## src/nocDefs_defs.svh

```systemverilog
`ifndef NOCDEFS_DEFS_SVH
`define NOCDEFS_DEFS_SVH

// flit payload word
`define FLIT_W 32

// packet length field, also the timer count width
`define LEN_W 12

// flit identifier carried next to each word
`define FID_W 3

`endif

```

## src/flitPkg.sv

```systemverilog
`include "nocDefs_defs.svh"

package flitPkg;

  typedef enum logic [`FID_W-1:0]
  {
    FID_NONE = 3'd0,
    FID_HEAD = 3'd1, // loads the packet timer
    FID_BODY = 3'd2,
    FID_TAIL = 3'd3
  } flitId_t;

  // also the grant bit position
  typedef enum logic [2:0]
  {
    DIR_L = 3'd0,
    DIR_N = 3'd1,
    DIR_E = 3'd2,
    DIR_W = 3'd3,
    DIR_S = 3'd4
  } dir_t;

endpackage

```

## src/arbPkg.sv

```systemverilog
package arbPkg;

  // one-hot, bits 5:1 form the grant vector
  typedef enum logic [5:0]
  {
    ST_IDLE = 6'b000001,
    ST_L    = 6'b000010,
    ST_N    = 6'b000100,
    ST_E    = 6'b001000,
    ST_W    = 6'b010000,
    ST_S    = 6'b100000
  } arbState_t;

endpackage

```

## src/packetTimer.sv

```systemverilog
`timescale 1ns/1ns
`include "nocDefs_defs.svh"

module packetTimer
(
  input  logic              clk,
  input  logic              rst,
  input  logic [`FID_W-1:0] flitId,
  input  logic [`LEN_W-1:0] length,
  input  logic              run,
  output logic              timesUp
);

  import flitPkg::*;

  logic [`LEN_W-1:0] limit;
  logic [`LEN_W-1:0] count;

  always_ff @(posedge clk)
  begin
    if (rst)
    begin
      limit <= '0;
      count <= '0;
    end
    else
    begin
      if (flitId == FID_HEAD) // length only valid on header
        limit <= length;
      if (run)
        count <= count + 1'b1;
      else
        count <= '0; // restart on every new hold
    end
  end

  // holder has used its slot
  assign timesUp = (count == limit);

endmodule

```

## src/portArbiter.sv

```systemverilog
`timescale 1ns/1ns
`include "nocDefs_defs.svh"

module portArbiter
(
  input  logic              clk,
  input  logic              rst,
  input  logic              LReq,
  input  logic              NReq,
  input  logic              EReq,
  input  logic              WReq,
  input  logic              SReq,
  input  logic [`FID_W-1:0] LFlitId,
  input  logic [`FID_W-1:0] NFlitId,
  input  logic [`FID_W-1:0] EFlitId,
  input  logic [`FID_W-1:0] WFlitId,
  input  logic [`FID_W-1:0] SFlitId,
  input  logic [`LEN_W-1:0] LLength,
  input  logic [`LEN_W-1:0] NLength,
  input  logic [`LEN_W-1:0] ELength,
  input  logic [`LEN_W-1:0] WLength,
  input  logic [`LEN_W-1:0] SLength,
  output logic [4:0]        grant
);

  import flitPkg::*;
  import arbPkg::*;

  arbState_t  state;
  arbState_t  nextState;
  dir_t       holder;
  logic [4:0] reqVec;
  logic [4:0] upVec;
  logic [4:0] runVec;

  assign reqVec = {SReq, WReq, EReq, NReq, LReq};

  // Search starts right after last and wraps, so last is tried at the end.
  // Walking downwards lets the nearest requester overwrite the farther ones.
  function automatic arbState_t rotatePick(input logic [4:0] req, input dir_t last);
    arbState_t  pick;
    logic [2:0] idx;
    pick = ST_IDLE;
    for (int k = 5; k >= 1; k--)
    begin
      idx = 3'((int'(last) + k) % 5);
      if (req[idx])
        pick = arbState_t'(6'b000010 << idx);
    end
    return pick;
  endfunction

  packetTimer i_timerL
  (
    .clk     (clk),
    .rst     (rst),
    .flitId  (LFlitId),
    .length  (LLength),
    .run     (runVec[0]),
    .timesUp (upVec[0])
  );

  packetTimer i_timerN
  (
    .clk     (clk),
    .rst     (rst),
    .flitId  (NFlitId),
    .length  (NLength),
    .run     (runVec[1]),
    .timesUp (upVec[1])
  );

  packetTimer i_timerE
  (
    .clk     (clk),
    .rst     (rst),
    .flitId  (EFlitId),
    .length  (ELength),
    .run     (runVec[2]),
    .timesUp (upVec[2])
  );

  packetTimer i_timerW
  (
    .clk     (clk),
    .rst     (rst),
    .flitId  (WFlitId),
    .length  (WLength),
    .run     (runVec[3]),
    .timesUp (upVec[3])
  );

  packetTimer i_timerS
  (
    .clk     (clk),
    .rst     (rst),
    .flitId  (SFlitId),
    .length  (SLength),
    .run     (runVec[4]),
    .timesUp (upVec[4])
  );

  always_comb
  begin
    case (state)
      ST_N:    holder = DIR_N;
      ST_E:    holder = DIR_E;
      ST_W:    holder = DIR_W;
      ST_S:    holder = DIR_S;
      default: holder = DIR_L; // idle never reads it
    endcase
  end

  always_comb
  begin
    runVec    = '0;
    nextState = ST_IDLE;
    case (state)
      ST_IDLE:
        nextState = rotatePick(reqVec, DIR_S); // L goes first
      ST_L, ST_N, ST_E, ST_W, ST_S:
      begin
        if (reqVec[holder] && !upVec[holder])
        begin
          runVec[holder] = 1'b1;
          nextState      = state;
        end
        else
          nextState = rotatePick(reqVec, holder);
      end
      default:
        nextState = ST_IDLE;
    endcase
  end

  always_ff @(posedge clk)
  begin
    if (rst)
      state <= ST_IDLE;
    else
      state <= nextState;
  end

  assign grant = state[5:1]; // drop idle bit

endmodule

```

## src/linkOutput.sv

```systemverilog
`timescale 1ns/1ns
`include "nocDefs_defs.svh"

module linkOutput
(
  input  logic               clk,
  input  logic               rst,
  input  logic [4:0]         grant,
  input  logic [`FLIT_W-1:0] LData,
  input  logic [`FLIT_W-1:0] NData,
  input  logic [`FLIT_W-1:0] EData,
  input  logic [`FLIT_W-1:0] WData,
  input  logic [`FLIT_W-1:0] SData,
  output logic [`FLIT_W-1:0] outData,
  output logic               outValid,
  output flitPkg::dir_t      outPort
);

  import flitPkg::*;

  dir_t               selDir;
  logic [`FLIT_W-1:0] selData;

  always_comb
  begin
    case (grant)
      5'b00010: selDir = DIR_N;
      5'b00100: selDir = DIR_E;
      5'b01000: selDir = DIR_W;
      5'b10000: selDir = DIR_S;
      default:  selDir = DIR_L; // also covers no grant
    endcase
  end

  always_comb
  begin
    case (selDir)
      DIR_N:   selData = NData;
      DIR_E:   selData = EData;
      DIR_W:   selData = WData;
      DIR_S:   selData = SData;
      default: selData = LData;
    endcase
  end

  always_ff @(posedge clk)
  begin
    if (rst)
    begin
      outValid <= 1'b0;
      outPort  <= DIR_L;
    end
    else
    begin
      outValid <= |grant;
      if (|grant)
        outPort <= selDir; // keep last port while idle
    end
  end

  always_ff @(posedge clk)
  begin
    if (|grant)
      outData <= selData;
  end

endmodule

```

## src/routerOutPort.sv

```systemverilog
`timescale 1ns/1ns
`include "nocDefs_defs.svh"

module routerOutPort
(
  input  logic               clk,
  input  logic               rst,
  input  logic               LReq,
  input  logic               NReq,
  input  logic               EReq,
  input  logic               WReq,
  input  logic               SReq,
  input  logic [`FID_W-1:0]  LFlitId,
  input  logic [`FID_W-1:0]  NFlitId,
  input  logic [`FID_W-1:0]  EFlitId,
  input  logic [`FID_W-1:0]  WFlitId,
  input  logic [`FID_W-1:0]  SFlitId,
  input  logic [`LEN_W-1:0]  LLength,
  input  logic [`LEN_W-1:0]  NLength,
  input  logic [`LEN_W-1:0]  ELength,
  input  logic [`LEN_W-1:0]  WLength,
  input  logic [`LEN_W-1:0]  SLength,
  input  logic [`FLIT_W-1:0] LData,
  input  logic [`FLIT_W-1:0] NData,
  input  logic [`FLIT_W-1:0] EData,
  input  logic [`FLIT_W-1:0] WData,
  input  logic [`FLIT_W-1:0] SData,
  output logic [4:0]         grant,
  output logic [`FLIT_W-1:0] outData,
  output logic               outValid,
  output flitPkg::dir_t      outPort
);

  portArbiter i_portArbiter
  (
    .clk     (clk),
    .rst     (rst),
    .LReq    (LReq),
    .NReq    (NReq),
    .EReq    (EReq),
    .WReq    (WReq),
    .SReq    (SReq),
    .LFlitId (LFlitId),
    .NFlitId (NFlitId),
    .EFlitId (EFlitId),
    .WFlitId (WFlitId),
    .SFlitId (SFlitId),
    .LLength (LLength),
    .NLength (NLength),
    .ELength (ELength),
    .WLength (WLength),
    .SLength (SLength),
    .grant   (grant)
  );

  linkOutput i_linkOutput
  (
    .clk      (clk),
    .rst      (rst),
    .grant    (grant), // registered, so data lands a cycle later
    .LData    (LData),
    .NData    (NData),
    .EData    (EData),
    .WData    (WData),
    .SData    (SData),
    .outData  (outData),
    .outValid (outValid),
    .outPort  (outPort)
  );

endmodule

```

## config.mk

```make
export PLATFORM = sky130hd
export DESIGN_NAME = routerOutPort
export DESIGN_NICKNAME = d
export VERILOG_FILES = /design/src/flitPkg.sv /design/src/arbPkg.sv /design/src/packetTimer.sv /design/src/portArbiter.sv /design/src/linkOutput.sv /design/src/routerOutPort.sv
export VERILOG_INCLUDE_DIRS = /design/src
export SDC_FILE = /design/constraint.sdc
export NUM_CORES = 1
export LEC_CHECK = 0
export ABC_AREA = 1
export BUFFER_PORTS_ARGS = -buffer_cell sky130_fd_sc_hd__buf_2
export CELL_PAD_IN_SITES_DETAIL_PLACEMENT = 0
export CELL_PAD_IN_SITES_GLOBAL_PLACEMENT = 1
export CORE_MARGIN = 2
export CORE_UTILIZATION = 34
export CTS_CLUSTER_DIAMETER = 30
export DETAILED_ROUTE_END_ITERATION = 12
export PLACE_DENSITY = 0.75
export SYNTH_ARGS = -nofsm -noshare
export SYNTH_HDL_FRONTEND = slang
export SYNTH_HIERARCHICAL = 1
export SYNTH_SLANG_ARGS = --single-unit
```

## constraint.sdc

```tcl
create_clock -name clk -period 3.95 [get_ports clk]
set_clock_uncertainty 0.1 [all_clocks]
set_input_delay 0.395 -clock clk [delete_from_list [all_inputs] [get_ports clk]]
set_output_delay 0.395 -clock clk [all_outputs]
set_load 0.005 [all_outputs]
```

==> flow_metrics.py <==
metrics = {
    "status": {
        "status": "finished, final reports clean",
    },
    "route": {
        "drc_errors": 0,
        "drtIter0Drc": 656,
        "totalWireLength_um": 35100,
        "vias": 11500,
        "drt_first_pass_iters": 5,
        "routed_via_density": 4.95,
        "routedWlPerCell_um": 15.1,
        "antenna_left": 0,
    },
    "sta": {
        "fmax_mhz": 263,
        "period_share": 0.963,
        "fin_tns_setup_ns": 0,
        "whs_ns": 0.139,
        "tightest_slew_ns": 0.994,
        "relSlewSlack": 0.337,
        "setup_ws_ns": 0.145,
        "hold_viol_final": 0,
        "setup_viol": 0,
        "drv_slew": 0,
        "layout_min_cycle_time_ns": 3.80,
    },
    "placement": {
        "pre_cts_slack_ns": 0.0390,
        "io_buffers": 282,
        "hpwl_um": 25600,
        "place_area_sq_mm": 0.0127,
        "place.gp.congestion": 0.843,
    },
    "critical_path": {
        "crit_required_ns": 4.21,
        "r2r_cells": 29,
        "worstSetupEndpoint": "i_portArbiter/state[4]",
        "crit_path_max_fanout": 5,
        "crit_type": "register to register",
        "slowest_stage": "ha_2",
        "setup.worst_path.end_class": "register",
        "crit_path_start_kind": "register",
        "r2r_end": "i_portArbiter/state[4]",
        "slowest_delay_ns": 0.35,
        "startpoint": "i_portArbiter/state[1]",
        "cpMostUsedCell": "nand2_1",
        "arrival_ns": 4.07,
        "r2r_start": "i_portArbiter/state[1]",
        "rrSetupSlack_ns": 0.15,
    },
    "yosys": {
        "synthFlopType": "dfxtp_1",
        "async_reset_ff_frac": 0,
        "yosysSeqAreaShare": 0.324,
        "yosys.area.top_type": "dfxtp_1",
        "ys_ff_latch": 162,
        "synth.avg_cell_area_sq_um": 6.71,
        "synth.distinct_cells": 41,
        "syn-cell-area_sq_mm": 0.0110,
        "synth_cells": 1639,
        "syn_nets": 1907,
        "synth_area_leaders": "dfxtp_1 (24%), nand2_1 (15%), nand4_1 (9.4%), edfxtp_1 (8.7%), nor2_1 (7.5%)",
        "yosysWarnings": 6,
        "synth_edf_count": 32,
        "synthDominantCellAreaShare": 0.237,
    },
    "cells_and_area": {
        "fin_nets": 2173,
        "layout_common_cells": "nand2_1 (438), buf_2 (282), nor2_1 (218), inv_1 (180), nand4_1 (165)",
        "drive_above_1_share": 0.246,
        "layout_commonest_cell": "nand2_1",
        "final_core_util": 0.424,
        "n_fill_cell": 3372,
        "finish.instance_area_sq_mm": 0.0135,
        "area_growth_pct": 22.3,
    },
    "clock_network": {
        "root_buffer": "clkbuf_16",
        "cts_made_buffers": 17,
        "ctsHoldBuffers": 0,
        "cts_tree": "built",
        "clockBufferDepth": 2,
        "insertion_delay_ns": 0.44,
        "htree_levels": 4,
        "cts_sinks": 162,
        "clk_pin_slew_worst_paths_ns": 0.07,
    },
    "job": {
        "drv_cap": 0,
    },
    "floorplan": {
        "row_count": 65,
        "die_w_um": 184,
        "start_util": 0.347,
        "pin_count": 283,
        "die_area_sq_mm": 0.0338,
        "die_h_um": 184,
        "placeableCoreArea_sq_mm": 0.0317,
    },
    "global_route": {
        "grt_pass1_vias": 10700,
        "grt_max_degree": 98,
        "grt_pass1_wl_um": 53700,
        "grt_usage": 0.198,
        "grt_overflow": 0,
        "antenna_found_initial": 5,
    },
    "power_and_ir_drop": {
        "power_density_mw_per_mm2": 541,
        "ir_drop_uv": 565,
        "leakagePower_uw": 0.00625,
    },
    "min_path": {
        "hp-class": "input port to register",
        "hold_start": "WLength[11]",
    },
}
## synthesized netlist by cell type (all sizes together) (3+ instances only)
cell type / number
nand2: 459
o211ai: 4
xor2: 25
a211oi: 60
nand4: 165
nor2: 242
nand3: 94
ha: 26
inv: 203
clkbuf: 16
edfxtp: 32
xnor2: 16
nor3: 10
nand3b: 5
dfxtp: 130
a21oi: 44
o21ai: 39
or2: 3
buf: 57
## power breakdown
group | switching, uW | internal, uW
clock | 734 | 830
combinational | 2350 | 1110
sequential | 136 | 2120
total | 3220 | 4060
## worst min-delay path by stage
stage	endpoint	slack [ns]	depth (start not counted)
after CTS	i_portArbiter/i_timerW/limit[7]	0.11	3
after detailed placement	i_portArbiter/i_timerW/limit[7]	0.36	2
final	i_portArbiter/i_timerW/limit[11]	0.14	3
after floorplan	i_portArbiter/i_timerE/limit[10]	0.35	2
after global placement	i_linkOutput/outPort[1]	0.36	2
after global routing	i_portArbiter/i_timerW/limit[2]	0.12	3
## stage by stage
stage | cells | power [uW]
2_1_floorplan | 1639 | 4550
3_3_place_gp | 2277 | 5580
3_5_place_dp | 2277 | 5580
4_1_cts | 2309 | 7190
5_1_grt | 2323 | 7780
6_report | 2324 | 7280
## per-layer routing
| metal | wire, um | global-route usage | up-vias |
|---|---|---|---|
| met5 | 13 | 0 | - |
| met4 | 756 | 0.0659 | 2 |
| met3 | 2200 | 0.0406 | 39 |
| met2 | 17000 | 0.354 | 320 |
| met1 | 15100 | 0.234 | 5196 |
| li1 | - | - | 5945 |
## state kept, by name, indices dropped and copies added, names as in the netlist
register and flops:
i_linkOutput/outValid 1, i_portArbiter/i_timerN/count 12, i_portArbiter/i_timerS/limit 12, i_portArbiter/i_timerE/limit 12
i_portArbiter/i_timerW/count 12, i_portArbiter/i_timerN/limit 12, i_linkOutput/outPort 3, i_portArbiter/i_timerW/limit 12
i_portArbiter/i_timerE/count 12, i_linkOutput/outData 32, i_portArbiter/i_timerL/count 12, i_portArbiter/state 6
i_portArbiter/i_timerS/count 12, i_portArbiter/i_timerL/limit 12
## critical path: cells and delay by family (launching register included)
family | cells | cell delay (ns)
AO/OA/AOI/OAI | 1 | 0.11
XOR/XNOR | 1 | 0.19
adder cells (fa/ha/maj) | 3 | 0.71
buffers and inverters | 3 | 0.19
flip-flops | 1 | 0.34
AND/OR/NAND/NOR | 21 | 2.09
## area by class of cell
cell class                      instances  area, sq um  area share
Antenna cell                            4         10.0    0.000744
Clock buffer                           22          454      0.0338
Clock inverter                         10         75.1     0.00558
Inverter                              203          768      0.0571
Multi-Input combinational cell       1201         6360       0.473
Sequential cell                       162         3580       0.266
Tap cell                              402          503      0.0374
Timing Repair Buffer                  320         1700       0.127
## cell families (layout without fill, tap and decap cells)
| kind of cell | count (synthesis) | after routing | synth area share |
|---|---|---|---|
| adder cells (fa/ha/maj) | 26 | 26 | 0.0296 |
| buffers and inverters | 276 | 555 | 0.111 |
| XOR/XNOR | 41 | 41 | 0.0344 |
| other | 0 | 4 | 0 |
| AND/OR/NAND/NOR | 980 | 980 | 0.412 |
| AO/OA/AOI/OAI | 154 | 154 | 0.0898 |
| flip-flops | 162 | 162 | 0.324 |
## repair_timing
action,4_1_cts,5_1_grt
endpoints found under the setup margin,1,6
resized for setup,1,47
pin swaps,0,13
setup buffers,0,12
(Power assumes the default switching activity.)
